--- src/common/lc4_settings.svh ---
`ifndef LC4_SETTINGS_SVH
`define LC4_SETTINGS_SVH

// Datapath and address width of the LC4 machine
`define LC4_WORD_W   16

// Register index width, three bits select one of eight registers
`define LC4_REG_W    3

// Size of the register file
`define LC4_NUM_REGS 8

// First fetch address after reset, start of user code space
`define LC4_RESET_PC 16'h8200

`endif

--- src/common/lc4_pkg.sv ---
`include "lc4_settings.svh"

package lc4_pkg;

    typedef logic [`LC4_WORD_W-1:0] lc4_word_t; // Data word and address
    typedef logic [`LC4_REG_W-1:0]  lc4_reg_t;  // Register index

    // Primary opcode, bits [15:12] of the instruction
    typedef enum logic [3:0] {
        OP_ARITH   = 4'b0001, // ADD, MUL, SUB, ADD immediate
        OP_LOGIC   = 4'b0101, // AND, NOT, OR, XOR, AND immediate
        OP_LDR     = 4'b0110,
        OP_STR     = 4'b0111,
        OP_CONST   = 4'b1001, // Signed 9-bit constant
        OP_SHIFT   = 4'b1010, // SLL, SRA, SRL
        OP_HICONST = 4'b1101  // Upper byte insert
    } lc4_opcode_e;

    // Operation selected by the decoder for the execute stage
    typedef enum logic [3:0] {
        ALU_ADD,
        ALU_MUL,
        ALU_SUB,
        ALU_AND,
        ALU_OR,
        ALU_XOR,
        ALU_NOT,
        ALU_SLL,
        ALU_SRA,
        ALU_SRL,
        ALU_CONST,
        ALU_HICONST,
        ALU_ADDR      // Base plus 6-bit offset for LDR and STR
    } lc4_alu_op_e;

endpackage

--- src/design/lc4_fetch.sv ---
`timescale 1ns/1ps
`include "lc4_settings.svh"

module lc4_fetch import lc4_pkg::*; (
    input  logic      gwe,
    input  logic      i_rst,
    input  lc4_word_t i_insn,    // Combinational read of imem at o_pc
    output lc4_word_t o_pc,
    output lc4_word_t o_d_pc,    // Fetch/decode register
    output lc4_word_t o_d_insn,
    output logic      o_d_valid
);

    // No branches, so the PC only ever counts up
    always_ff @(posedge gwe) begin
        if (i_rst) begin
            o_pc      <= `LC4_RESET_PC;
            o_d_valid <= 1'b0;           // Bubble until the first real fetch
        end else begin
            o_pc      <= o_pc + 16'd1;
            o_d_valid <= 1'b1;
        end
    end

    // Payload of the fetch/decode register
    always_ff @(posedge gwe) begin
        o_d_pc   <= o_pc;
        o_d_insn <= i_insn;
    end

endmodule

--- src/decode/lc4_decoder.sv ---
`timescale 1ns/1ps

module lc4_decoder import lc4_pkg::*; (
    input  lc4_word_t   i_insn,
    output lc4_reg_t    o_rs,          // First source
    output lc4_reg_t    o_rt,          // Second source, store data for STR
    output lc4_reg_t    o_rd,
    output logic        o_regfile_we,
    output logic        o_is_load,
    output logic        o_is_store,
    output lc4_alu_op_e o_alu_op
);

    lc4_opcode_e opcode;

    assign opcode = lc4_opcode_e'(i_insn[15:12]);

    always_comb begin
        // Common field positions, overridden per opcode below
        o_rd         = i_insn[11:9];
        o_rs         = i_insn[8:6];
        o_rt         = i_insn[2:0];
        o_regfile_we = 1'b0;
        o_is_load    = 1'b0;
        o_is_store   = 1'b0;
        o_alu_op     = ALU_ADD;       // Don't care when nothing is written
        case (opcode)
            OP_ARITH: begin
                o_regfile_we = 1'b1;
                if (!i_insn[5]) begin // Register form, sub-op in [4:3]
                    case (i_insn[4:3])
                        2'b00:   o_alu_op = ALU_ADD;
                        2'b01:   o_alu_op = ALU_MUL;
                        2'b10:   o_alu_op = ALU_SUB;
                        default: o_regfile_we = 1'b0; // DIV not built
                    endcase
                end
            end
            OP_LOGIC: begin
                o_regfile_we = 1'b1;
                o_alu_op     = ALU_AND;  // AND immediate when bit 5 set
                if (!i_insn[5]) begin
                    case (i_insn[4:3])
                        2'b00:   o_alu_op = ALU_AND;
                        2'b01:   o_alu_op = ALU_NOT;
                        2'b10:   o_alu_op = ALU_OR;
                        default: o_alu_op = ALU_XOR;
                    endcase
                end
            end
            OP_LDR: begin
                o_regfile_we = 1'b1;
                o_is_load    = 1'b1;
                o_alu_op     = ALU_ADDR;
            end
            OP_STR: begin
                o_rt       = i_insn[11:9]; // Data register sits in the rd slot
                o_is_store = 1'b1;
                o_alu_op   = ALU_ADDR;
            end
            OP_CONST: begin
                o_regfile_we = 1'b1;
                o_alu_op     = ALU_CONST;
            end
            OP_SHIFT: begin
                o_regfile_we = 1'b1;
                case (i_insn[5:4])
                    2'b00:   o_alu_op = ALU_SLL;
                    2'b01:   o_alu_op = ALU_SRA;
                    2'b10:   o_alu_op = ALU_SRL;
                    default: o_regfile_we = 1'b0; // MOD not built
                endcase
            end
            OP_HICONST: begin
                o_rs         = i_insn[11:9]; // Reads its own destination
                o_regfile_we = 1'b1;
                o_alu_op     = ALU_HICONST;
            end
            default: ; // Unsupported, flows through as a no-op
        endcase
    end

endmodule

--- src/decode/lc4_regfile.sv ---
`timescale 1ns/1ps
`include "lc4_settings.svh"

module lc4_regfile import lc4_pkg::*; (
    input  logic      gwe,
    input  logic      i_rst,
    input  lc4_reg_t  i_rs,
    input  lc4_reg_t  i_rt,
    input  lc4_reg_t  i_rd,       // Write port, driven from writeback
    input  logic      i_rd_we,
    input  lc4_word_t i_wdata,
    output lc4_word_t o_rs_data,
    output lc4_word_t o_rt_data
);

    lc4_word_t regs [`LC4_NUM_REGS];

    always_ff @(posedge gwe) begin
        if (i_rst) begin
            for (int i = 0; i < `LC4_NUM_REGS; i++) begin
                regs[i] <= '0;
            end
        end else if (i_rd_we) begin
            regs[i_rd] <= i_wdata;
        end
    end

    // Write-through, a read of the register being written sees the new value
    assign o_rs_data = (i_rd_we && (i_rd == i_rs)) ? i_wdata : regs[i_rs];
    assign o_rt_data = (i_rd_we && (i_rd == i_rt)) ? i_wdata : regs[i_rt];

endmodule

--- src/execute/lc4_alu.sv ---
`timescale 1ns/1ps

module lc4_alu import lc4_pkg::*; (
    input  lc4_alu_op_e i_alu_op,
    input  lc4_word_t   i_insn,     // Source of immediates
    input  lc4_word_t   i_rs_data,  // Forwarded operands
    input  lc4_word_t   i_rt_data,
    output lc4_word_t   o_result
);

    lc4_opcode_e opcode;
    logic        use_imm5;
    lc4_word_t   imm5_sext;
    lc4_word_t   imm6_sext;
    lc4_word_t   imm9_sext;
    lc4_word_t   operand_b;
    logic [3:0]  shamt;

    assign opcode    = lc4_opcode_e'(i_insn[15:12]);
    assign imm5_sext = {{11{i_insn[4]}}, i_insn[4:0]};
    assign imm6_sext = {{10{i_insn[5]}}, i_insn[5:0]};  // LDR/STR offset
    assign imm9_sext = {{7{i_insn[8]}}, i_insn[8:0]};   // CONST
    assign shamt     = i_insn[3:0];

    // ADD and AND have an immediate form flagged by bit 5
    assign use_imm5  = i_insn[5] && ((opcode == OP_ARITH) || (opcode == OP_LOGIC));
    assign operand_b = use_imm5 ? imm5_sext : i_rt_data;

    always_comb begin
        case (i_alu_op)
            ALU_ADD:     o_result = i_rs_data + operand_b;
            ALU_MUL:     o_result = i_rs_data * i_rt_data; // Low 16 bits kept
            ALU_SUB:     o_result = i_rs_data - i_rt_data;
            ALU_AND:     o_result = i_rs_data & operand_b;
            ALU_OR:      o_result = i_rs_data | i_rt_data;
            ALU_XOR:     o_result = i_rs_data ^ i_rt_data;
            ALU_NOT:     o_result = ~i_rs_data;
            ALU_SLL:     o_result = i_rs_data << shamt;
            ALU_SRA:     o_result = $signed(i_rs_data) >>> shamt; // Sign fill
            ALU_SRL:     o_result = i_rs_data >> shamt;
            ALU_CONST:   o_result = imm9_sext;
            // Upper byte from the instruction, lower byte kept from rd
            ALU_HICONST: o_result = {i_insn[7:0], i_rs_data[7:0]};
            ALU_ADDR:    o_result = i_rs_data + imm6_sext;
            default:     o_result = '0;
        endcase
    end

endmodule

--- src/execute/lc4_execute_stage.sv ---
`timescale 1ns/1ps

module lc4_execute_stage import lc4_pkg::*; (
    input  logic        gwe,
    input  logic        i_rst,
    input  logic        i_d_valid,
    input  lc4_word_t   i_d_pc,
    input  lc4_word_t   i_d_insn,
    input  lc4_reg_t    i_rs,
    input  lc4_reg_t    i_rt,
    input  lc4_reg_t    i_rd,
    input  lc4_word_t   i_rs_data,
    input  lc4_word_t   i_rt_data,
    input  logic        i_regfile_we,
    input  logic        i_is_load,
    input  logic        i_is_store,
    input  lc4_alu_op_e i_alu_op,
    input  lc4_reg_t    i_w_rd,       // Writeback feedback
    input  logic        i_w_we,
    input  lc4_word_t   i_w_data,
    output logic        o_m_valid,
    output lc4_word_t   o_m_pc,
    output lc4_word_t   o_m_insn,
    output lc4_reg_t    o_m_rd,
    output lc4_reg_t    o_m_rt,
    output logic        o_m_we,
    output logic        o_m_is_load,
    output logic        o_m_is_store,
    output lc4_word_t   o_m_result,
    output lc4_word_t   o_m_rt_data   // Store data, may still be fixed up in memory
);

    logic        x_valid, x_we, x_is_load, x_is_store;
    lc4_word_t   x_pc, x_insn, x_rs_data, x_rt_data;
    lc4_reg_t    x_rs, x_rt, x_rd;
    lc4_alu_op_e x_alu_op;
    lc4_word_t   rs_fwd, rt_fwd, alu_result;
    logic        m_fwd_ok;

    // Decode/execute control, write and memory flags folded with valid here
    always_ff @(posedge gwe) begin
        if (i_rst) begin
            x_valid    <= 1'b0;
            x_we       <= 1'b0;
            x_is_load  <= 1'b0;
            x_is_store <= 1'b0;
        end else begin
            x_valid    <= i_d_valid;
            x_we       <= i_d_valid & i_regfile_we;
            x_is_load  <= i_d_valid & i_is_load;
            x_is_store <= i_d_valid & i_is_store;
        end
    end

    always_ff @(posedge gwe) begin
        x_pc      <= i_d_pc;
        x_insn    <= i_d_insn;
        x_rs      <= i_rs;
        x_rt      <= i_rt;
        x_rd      <= i_rd;
        x_rs_data <= i_rs_data;
        x_rt_data <= i_rt_data;
        x_alu_op  <= i_alu_op;
    end

    // A load in memory has no data yet, only its writeback copy counts
    assign m_fwd_ok = o_m_we && !o_m_is_load;

    // Youngest producer first, MX then WX, else the value read in decode
    function automatic lc4_word_t fwd_sel(lc4_reg_t sel, lc4_word_t stale);
        if (m_fwd_ok && (o_m_rd == sel))
            return o_m_result;
        else if (i_w_we && (i_w_rd == sel))
            return i_w_data;
        return stale;
    endfunction

    assign rs_fwd = fwd_sel(x_rs, x_rs_data);
    assign rt_fwd = fwd_sel(x_rt, x_rt_data);

    lc4_alu u_alu (
        .i_alu_op(x_alu_op), .i_insn(x_insn),
        .i_rs_data(rs_fwd), .i_rt_data(rt_fwd), .o_result(alu_result)
    );

    // Execute/memory register
    always_ff @(posedge gwe) begin
        if (i_rst) begin
            o_m_valid    <= 1'b0;
            o_m_we       <= 1'b0;
            o_m_is_load  <= 1'b0;
            o_m_is_store <= 1'b0;
        end else begin
            o_m_valid    <= x_valid;
            o_m_we       <= x_we;
            o_m_is_load  <= x_is_load;
            o_m_is_store <= x_is_store;
        end
    end

    always_ff @(posedge gwe) begin
        o_m_pc      <= x_pc;
        o_m_insn    <= x_insn;
        o_m_rd      <= x_rd;
        o_m_rt      <= x_rt;     // Kept for WM store-data bypass
        o_m_result  <= alu_result;
        o_m_rt_data <= rt_fwd;
    end

endmodule

--- src/design/lc4_mem_wb.sv ---
`timescale 1ns/1ps

module lc4_mem_wb import lc4_pkg::*; (
    input  logic      gwe,
    input  logic      i_rst,
    input  logic      i_m_valid,
    input  lc4_word_t i_m_pc,
    input  lc4_word_t i_m_insn,
    input  lc4_reg_t  i_m_rd,
    input  lc4_reg_t  i_m_rt,
    input  logic      i_m_we,
    input  logic      i_m_is_load,
    input  logic      i_m_is_store,
    input  lc4_word_t i_m_result,    // ALU value, or address for LDR/STR
    input  lc4_word_t i_m_rt_data,
    input  lc4_word_t i_dmem_rdata,
    output lc4_word_t o_dmem_addr,
    output logic      o_dmem_we,
    output lc4_word_t o_dmem_wdata,
    output logic      o_wb_valid,
    output lc4_word_t o_wb_pc,
    output lc4_word_t o_wb_insn,
    output logic      o_wb_we,
    output lc4_reg_t  o_wb_rd,
    output lc4_word_t o_wb_data       // Trace and register file write data
);

    logic      w_is_load;
    lc4_word_t w_result, w_rdata;

    // Address bus idles at zero when no memory access
    assign o_dmem_addr  = (i_m_is_load || i_m_is_store) ? i_m_result : '0;
    assign o_dmem_we    = i_m_is_store;  // Already qualified by valid upstream
    // WM bypass covers a store right behind a load of its data register
    assign o_dmem_wdata = (o_wb_we && (o_wb_rd == i_m_rt)) ? o_wb_data : i_m_rt_data;

    // Memory/writeback register
    always_ff @(posedge gwe) begin
        if (i_rst) begin
            o_wb_valid <= 1'b0;
            o_wb_we    <= 1'b0;
            w_is_load  <= 1'b0;
        end else begin
            o_wb_valid <= i_m_valid;
            o_wb_we    <= i_m_we;
            w_is_load  <= i_m_is_load;
        end
    end

    always_ff @(posedge gwe) begin
        o_wb_pc   <= i_m_pc;
        o_wb_insn <= i_m_insn;
        o_wb_rd   <= i_m_rd;
        w_result  <= i_m_result;
        w_rdata   <= i_dmem_rdata; // Captured on every edge, used for loads
    end

    assign o_wb_data = w_is_load ? w_rdata : w_result;

endmodule

--- src/design/lc4_pipe_top.sv ---
`timescale 1ns/1ps

module lc4_pipe_top import lc4_pkg::*; (
    input  logic      gwe,          // Core clock
    input  logic      i_rst,        // Synchronous reset
    output lc4_word_t o_pc,         // Instruction memory address
    input  lc4_word_t i_insn,       // Instruction memory data, same cycle
    output lc4_word_t o_dmem_addr,
    output logic      o_dmem_we,
    output lc4_word_t o_dmem_wdata,
    input  lc4_word_t i_dmem_rdata, // Data memory read, same cycle
    output logic      o_wb_valid,   // Writeback trace
    output lc4_word_t o_wb_pc,
    output lc4_word_t o_wb_insn,
    output logic      o_wb_we,
    output lc4_reg_t  o_wb_rd,
    output lc4_word_t o_wb_data
);

    // Decode stage
    lc4_word_t   d_pc, d_insn;
    logic        d_valid;
    lc4_reg_t    d_rs, d_rt, d_rd;
    logic        d_regfile_we, d_is_load, d_is_store;
    lc4_alu_op_e d_alu_op;
    lc4_word_t   d_rs_data, d_rt_data;

    // Memory stage
    logic        m_valid, m_we, m_is_load, m_is_store;
    lc4_word_t   m_pc, m_insn, m_result, m_rt_data;
    lc4_reg_t    m_rd, m_rt;

    lc4_fetch u_fetch (
        .gwe(gwe), .i_rst(i_rst), .i_insn(i_insn),
        .o_pc(o_pc), .o_d_pc(d_pc), .o_d_insn(d_insn), .o_d_valid(d_valid)
    );

    lc4_decoder u_decoder (
        .i_insn(d_insn), .o_rs(d_rs), .o_rt(d_rt), .o_rd(d_rd),
        .o_regfile_we(d_regfile_we), .o_is_load(d_is_load), .o_is_store(d_is_store),
        .o_alu_op(d_alu_op)
    );

    // Written from writeback, read in decode with write-through
    lc4_regfile u_regfile (
        .gwe(gwe), .i_rst(i_rst), .i_rs(d_rs), .i_rt(d_rt),
        .i_rd(o_wb_rd), .i_rd_we(o_wb_we), .i_wdata(o_wb_data),
        .o_rs_data(d_rs_data), .o_rt_data(d_rt_data)
    );

    lc4_execute_stage u_execute (
        .gwe(gwe), .i_rst(i_rst),
        .i_d_valid(d_valid), .i_d_pc(d_pc), .i_d_insn(d_insn),
        .i_rs(d_rs), .i_rt(d_rt), .i_rd(d_rd), .i_rs_data(d_rs_data), .i_rt_data(d_rt_data),
        .i_regfile_we(d_regfile_we), .i_is_load(d_is_load), .i_is_store(d_is_store),
        .i_alu_op(d_alu_op),
        .i_w_rd(o_wb_rd), .i_w_we(o_wb_we), .i_w_data(o_wb_data), // WX bypass
        .o_m_valid(m_valid), .o_m_pc(m_pc), .o_m_insn(m_insn), .o_m_rd(m_rd), .o_m_rt(m_rt),
        .o_m_we(m_we), .o_m_is_load(m_is_load), .o_m_is_store(m_is_store),
        .o_m_result(m_result), .o_m_rt_data(m_rt_data)
    );

    lc4_mem_wb u_mem_wb (
        .gwe(gwe), .i_rst(i_rst),
        .i_m_valid(m_valid), .i_m_pc(m_pc), .i_m_insn(m_insn), .i_m_rd(m_rd), .i_m_rt(m_rt),
        .i_m_we(m_we), .i_m_is_load(m_is_load), .i_m_is_store(m_is_store),
        .i_m_result(m_result), .i_m_rt_data(m_rt_data), .i_dmem_rdata(i_dmem_rdata),
        .o_dmem_addr(o_dmem_addr), .o_dmem_we(o_dmem_we), .o_dmem_wdata(o_dmem_wdata),
        .o_wb_valid(o_wb_valid), .o_wb_pc(o_wb_pc), .o_wb_insn(o_wb_insn),
        .o_wb_we(o_wb_we), .o_wb_rd(o_wb_rd), .o_wb_data(o_wb_data)
    );

endmodule

--- config.mk ---
export PLATFORM = sky130hd
export DESIGN_NAME = lc4_pipe_top
export DESIGN_NICKNAME = d
export VERILOG_FILES = /design/src/common/lc4_pkg.sv /design/src/design/lc4_fetch.sv /design/src/decode/lc4_decoder.sv /design/src/decode/lc4_regfile.sv /design/src/execute/lc4_alu.sv /design/src/execute/lc4_execute_stage.sv /design/src/design/lc4_mem_wb.sv /design/src/design/lc4_pipe_top.sv
export VERILOG_INCLUDE_DIRS = /design/src /design/src/common
export SDC_FILE = /design/constraint.sdc
export NUM_CORES = 1
export LEC_CHECK = 0
export ABC_CLOCK_PERIOD_IN_PS = 20400
export BUFFER_PORTS_ARGS = -buffer_cell sky130_fd_sc_hd__buf_2
export CORE_UTILIZATION = 40
export DETAILED_ROUTE_END_ITERATION = 8
export PLACE_DENSITY = 0.62
export SYNTH_ARGS = -nofsm -noshare
export SYNTH_HDL_FRONTEND = slang
export SYNTH_HIERARCHICAL = 1
export SYNTH_SLANG_ARGS = --single-unit
--- constraint.sdc ---
create_clock -name gwe -period 20.4 [get_ports gwe]
set_clock_uncertainty 0.1 [all_clocks]
set_input_delay 2.04 -clock gwe [delete_from_list [all_inputs] [get_ports gwe]]
set_output_delay 2.04 -clock gwe [all_outputs]
set_load 0.005 [all_outputs]
Yosys cells after proc, flatten, opt, wreduce, memory -nomap -nowiden
Memories as Yosys holds them, arrays and structs flattened.
Index checks and enable logic that the tools add are counted.
{ "word_totals": {"input_bits": 34, "ram_bits": 128, "mem_count": 1, "word_cells": 142, "ff_bits": 274} }
{ "mem_list": {"columns": ["memory", "depth", "word_bits", "rd", "rd_ports_with_merged_regs", "wr", "line_no", "text"], "rows": [
  ["u_regfile.regs", 8, 16, 2, 0, 8, "lc4_regfile.sv:16", "lc4_word_t regs [`LC4_NUM_REGS];"]
]} }
{ "op_classes": {"bitwise_logic": 7, "n_reduce_logical": 20, "n_eq_ne": 32, "addsub": 4, "n_mux": 40, "shifts": 3, "multipliers": 1} }
{ "op_table": {"columns": ["operator", "count"], "rows": [
  ["$mux 16", 13],
  ["$pmux 16 s13", 1],
  ["$add 16x16->16", 2],
  ["$eq 4x3->1 const B", 8],
  ["$eq 4x4->1 const B", 8],
  ["$pmux 4 s6", 1],
  ["$eq 3x3->1", 7],
  ["$add 16x1->16 const B", 1],
  ["$and 16x16->16", 1],
  ["$mul 16x16->16", 1],
  ["$mux 1", 16],
  ["$not 16->16", 1],
  ["$or 16x16->16", 1],
  ["$reduce_or 16->1", 1],
  ["$shl 16x4->16", 1],
  ["$shr 16x4->16", 1],
  ["$sshr 16x4->16", 1],
  ["$sub 16x16->16", 1],
  ["$xor 16x16->16", 1],
  ["$eq 4x1->1 const B", 3],
  ["$pmux 4 s3", 1],
  ["$logic_and 1x1->1", 9],
  ["$mux 3", 3],
  ["$pmux 3 s3", 1],
  ["14 further kinds", 23]
]} }

Depth between registers and ports, before layout
{ "depth": {"word_depth": 8, "mapped_depth": 28, "ltp_nobuf": 26} }

By module
Netlist, hierarchy kept.
{ "modules_own_cells": {"columns": ["module", "area_each_um2", "n_inst", "cells_per_inst"], "rows": [
  ["lc4_alu", 7597.3, 1, 1083],
  ["lc4_regfile", 7453.4, 1, 445],
  ["lc4_execute_stage", 3967.6, 1, 284],
  ["lc4_mem_wb", 2008.2, 1, 131],
  ["lc4_fetch", 1367.6, 1, 112],
  ["lc4_decoder", 426.7, 1, 51]
]} }

Least setup slack after synthesis
OpenSTA, ideal clock, no wires.
{ "synth_path": {"path_type": "register -> register", "start": "register u_mem_wb.o_wb_rd[2]", "end": "register u_execute.o_m_result[15]", "synth_period_minus_slack_ns": 6.650, "setup_time_ns": 0.122, "n_path_buf": 2, "path_slack_ns": 13.750, "t_arrival_ns": 6.428, "stages_incl_launch_ff": 25, "cell_sequence": "dfxtp_1 -> xnor2_1 -> nand4_4 -> buf_6 -> mux2i_1 -> a21oi_1 -> clkbuf_1 -> inv_1 -> nor2_1 -> fa_1 -> inv_1 -> fa_1 -> fa_1 -> fa_1 -> inv_1 -> fa_1 -> inv_1 -> fa_1 -> inv_1 -> ha_1 -> a21o_1 -> a221oi_1 -> o21ai_0 -> xnor2_1 -> a221o_1"} }
{ "synth_rtl": {"columns": ["item", "line_no", "text"], "rows": [
  ["start, declared", "lc4_mem_wb.sv:24", "output lc4_reg_t o_wb_rd,"],
  ["start signal, assigned", "lc4_mem_wb.sv:53", "o_wb_rd <= i_m_rd;"],
  ["$eq 3x3->1 (*)", "lc4_execute_stage.sv:73", "else if (i_w_we && (i_w_rd == sel))"],
  ["$logic_and 1x1->1 (*)", "lc4_execute_stage.sv:73", null],
  ["$mux 1 (*)", "lc4_execute_stage.sv:73", null],
  ["$mux 1 (*)", "lc4_execute_stage.sv:71", "if (m_fwd_ok && (o_m_rd == sel))"],
  ["$mux 16 (*)", "lc4_execute_stage.sv:75", "return stale;"],
  ["net u_execute.rs_fwd[6]", "lc4_execute_stage.sv:37", "lc4_word_t rs_fwd, rt_fwd, alu_result;"],
  ["$mul 16x16->16 (tied with other cells)", "lc4_alu.sv:32", "ALU_MUL: o_result = i_rs_data * i_rt_data;"],
  ["$pmux 16 s13 (*)", "lc4_alu.sv:30", "case (i_alu_op)"],
  ["net u_execute.alu_result[15]", "lc4_execute_stage.sv:37", null],
  ["end signal, assigned", "lc4_execute_stage.sv:106", "o_m_result <= alu_result;"],
  ["end, declared", "lc4_execute_stage.sv:29", "output lc4_word_t o_m_result,"]
]} }
The timed path passes the listed nets; every way through them passes the cells marked *.
A chain may end at the register's enable or synchronous reset.

Final worst setup path
{ "layout_path": {"start": "register u_mem_wb.w_is_load", "end": "register u_execute.o_m_result[15]"} }
{ "layout_rtl": {"columns": ["item", "line_no", "text"], "rows": [
  ["start, declared", "lc4_mem_wb.sv:28", "logic w_is_load;"],
  ["start signal, assigned", "lc4_mem_wb.sv:46", "w_is_load <= i_m_is_load;"],
  ["$mux 16 (*)", "lc4_mem_wb.sv:58", "assign o_wb_data = w_is_load ? w_rdata : w_result;"],
  ["$mux 16 (*)", "lc4_execute_stage.sv:73", null],
  ["$mux 16 (*)", "lc4_execute_stage.sv:71", null],
  ["$mux 16 (*)", "lc4_execute_stage.sv:75", null],
  ["net u_execute.rs_fwd[7]", "lc4_execute_stage.sv:37", null],
  ["$mul 16x16->16 (tied with other cells)", "lc4_alu.sv:32", null],
  ["$pmux 16 s13 (*)", "lc4_alu.sv:30", null],
  ["net u_execute.alu_result[15]", "lc4_execute_stage.sv:37", null]
]} }
The timed path passes the listed nets; every way through them passes the cells marked *. The select of a mux whose other input is x is not followed.

==> out/summary.txt <==
Drt first pass iters = 7
Largest Register = u_regfile/regs
Clock power frac = 25.8%
Num ports = 136
Ant diodes = 0
H-tree Lvls = 2
DR WL/cell = 24.7 µm
Max Transition Viols Final = 0
Final layout net count = 2430
I/O Buffers = 135
ANT nets after route = 0
Prevailing post-synth register cell = dfxtp_1
R2r setup slk = 12.96 ns
Hold Worst Slack = 0.224 ns
Worst Reg-to-Reg Cells = 22
Register area share after synthesis = 40.9%
Clock slew at reported path FFs = 0.06 ns
RSZ-0062 raised after global routing = no
Critical path arrival = 7.77 ns
Min Clock Period, post-route = 7.44 ns
Post-Syn Area = 22800 µm²
Final WL = 74000 µm
Antenna violations before repair = 4
CP Max Fanout = 16
Ys Warns = 6
Post-synth top area cell = dfxtp_1
First-pass GRT wire length = 109000 µm
DP HPWL = 52900 µm
Reg-to-reg endpoint = u_execute/o_m_result[15]
Worst Setup SP = u_mem_wb/w_is_load
Layout area overhead = 11.6%
Pwr Density = 104 nW/µm²
Worst VDD drop = 66.6 µV
Resized Gates After CTS = 0
Sw Ratio = 36.8%
Clock sinks = 402
Post-synth ARST share = 0%
Vias post-DR = 16868
Post-synth top area share = 24.0%
Achievable frequency = 134 MHz
EDFF count, synth = 128
Post-CTS Setup Bufs = 0
Synth area leaders = dfxtp_1 (24%), edfxtp_1 (17%), fa_1 (7.1%), mux4_1 (6.9%), ha_1 (5.4%)
Setup-failing EPs final = 0
Hold Vio Cnt, Final = 0
Max-cap viol count = 0
Die Ht = 241 µm
Comb power frac = 38.6%
Total Power = 2.65 mW
Placed instance area = 24300 µm²
CTS tree = done
Vias in the first global route = 16875
P_leak = 11.1 nW
Die Area = 58000 µm²
Post-CTS Hold Buffers = 0
Vias per Instance = 5.62
CTS buffer count = 38
Library cells used by synthesis = 81
Mapped Cells = 2106
Worst path required time = 20.73 ns
DRC Markers = 0
Largest net degree at the start of global routing = 51
Max transition margin = 28.0%
Initial core utilization = 40.5%
Total track usage = 25.5%
Worst Max-Slew Pin Slew = 1.08 ns
Core area = 56400 µm²
Most frequent cells in the layout = dfxtp_1 (273), nor2_1 (193), inv_1 (162)
Crit path kind = register to register
Final Cycle Share = 36.5%
CP endpoint = u_execute/o_m_result[15]
Final core occ = 45.2%
Gp weighted congestion = 0.971
P_int = 1.67 mW
Seq cells post-synth = 402
Clk_lat worst skew = 0.54 ns
Setup tns final = 0 ns
Hold crit path type = register to register
Net count after synthesis = 2319
Sequential share of power = 35.6%
Final instance area = 25500 µm²
Gr ovfl total = 0
Layout cells sized above 1 = 17.4%
Commonest non-fill, non-tap cell in the layout = dfxtp_1
CTS Buffer Depth = 3
Mean Syn Cell Area = 10.8 µm²
Sw Pwr = 976 µW
Initial drt markers = 1552
Reg-to-reg startpoint = u_mem_wb/w_is_load
Crit path capture type = register
Max FFs per register = 128
CP Launch Type = register
Outcome = finished, final reports clean
Rows = 87
Root Buffer Master = clkbuf_16
Die X = 241 µm
## area by class of cell
type                    instances  area (µm²)
flip-flops and latches        402        9330
fillers                      5350       30900
multi-input cells            1418       12300
repair buffers                186        1060
clock buffers                  59        1140
inverters                     171         642
clock inverters                 9        51.3
well taps                     756         946
## worst min path at each step
stage                                   endpoint  slack (ns)                  start  cells after the start
after floorplan           u_execute/o_m_insn[10]        0.21   u_execute/x_insn[10]                      0
after global placement        u_execute/x_pc[13]        0.21     u_fetch/o_d_pc[13]                      0
after detailed placement   u_mem_wb/o_wb_insn[0]        0.21  u_execute/o_m_insn[0]                      0
after CTS                    u_execute/o_m_rd[2]        0.22      u_execute/x_rd[2]                      0
after global routing          u_execute/x_pc[13]        0.23     u_fetch/o_d_pc[13]                      0
final                       u_mem_wb/o_wb_pc[14]        0.22   u_execute/o_m_pc[14]                      0
## cell families (layout without fill, tap and decap cells)
| family | after synthesis | in the layout | synth area share [%] |
|---|---|---|---|
| adder cells (fa/ha/maj) | 179 | 179 | 12.5 |
| multiplexers | 234 | 234 | 15.9 |
| XOR/XNOR | 94 | 94 | 3.67 |
| flip-flops | 402 | 402 | 40.9 |
| AND/OR/NAND/NOR | 615 | 615 | 13.7 |
| AO/OA/AOI/OAI | 296 | 296 | 8.07 |
| buffers and inverters | 286 | 425 | 5.34 |
## power by group through the flow
stage	registers, mW	logic (mW)	clock network, mW
after floorplan	0.928	0.692	0
after global placement	0.958	1.01	0
after detailed placement	0.960	1.01	0
after CTS	0.943	1.02	0.696
after global routing	0.949	1.12	0.734
final	0.943	1.02	0.684
## stage by stage
stage / cells / setup slack, ns
after floorplan: 2106 / 13.75
after global placement: 2933 / 13.10
after detailed placement: 2933 / 12.96
after CTS: 3001 / 12.95
after global routing: 3001 / 12.55
final: 3001 / 12.96
## routing by layer
| layer | track usage (%) | up-vias | routed length (µm) |
|---|---|---|---|
| met5 | 0 | - | 11 |
| met4 | 8.21 | 2 | 2220 |
| met3 | 5.18 | 131 | 6680 |
| met2 | 38.3 | 862 | 32200 |
| met1 | 36.7 | 8331 | 32900 |
| li1 | - | 7542 | - |
## worst max-delay path: stages, from the launching register on
cell and delay [ns]:
dfxtp_1 0.90, mux2_2 0.56, mux2i_1 0.18, a21oi_1 0.10, buf_4 0.25, inv_1 0.28
nor2_1 0.12, fa_1 0.54, inv_1 0.05, fa_1 0.46, fa_1 0.51, fa_1 0.54
inv_1 0.05, fa_1 0.48, inv_1 0.05, fa_1 0.48, inv_1 0.04, ha_1 0.32
a21o_1 0.19, a221oi_1 0.43, o21ai_0 0.19, xnor2_1 0.17, a221o_1 0.29
## cell usage after synthesis, drive strengths merged (6+ instances only)
master,number
dfxtp,274
nor2,198
inv,162
and2,135
nand2,129
edfxtp,128
a21oi,115
mux2,107
ha,98
fa,81
clkbuf,79
xnor2,78
mux4,66
o21ai,65
mux2i,61
buf,36
nor2b,31
nand3,24
nor3,21
nand2b,20
xor2,16
o211ai,13
o22ai,12
nand4,11
nor4,11
a211oi,10
a21o,10
a221oi,10
or2,10
a22oi,9
clkinv,9
a221o,7
o2111ai,6
or3,6
Note: power is estimated with default switching activity, not from simulation.
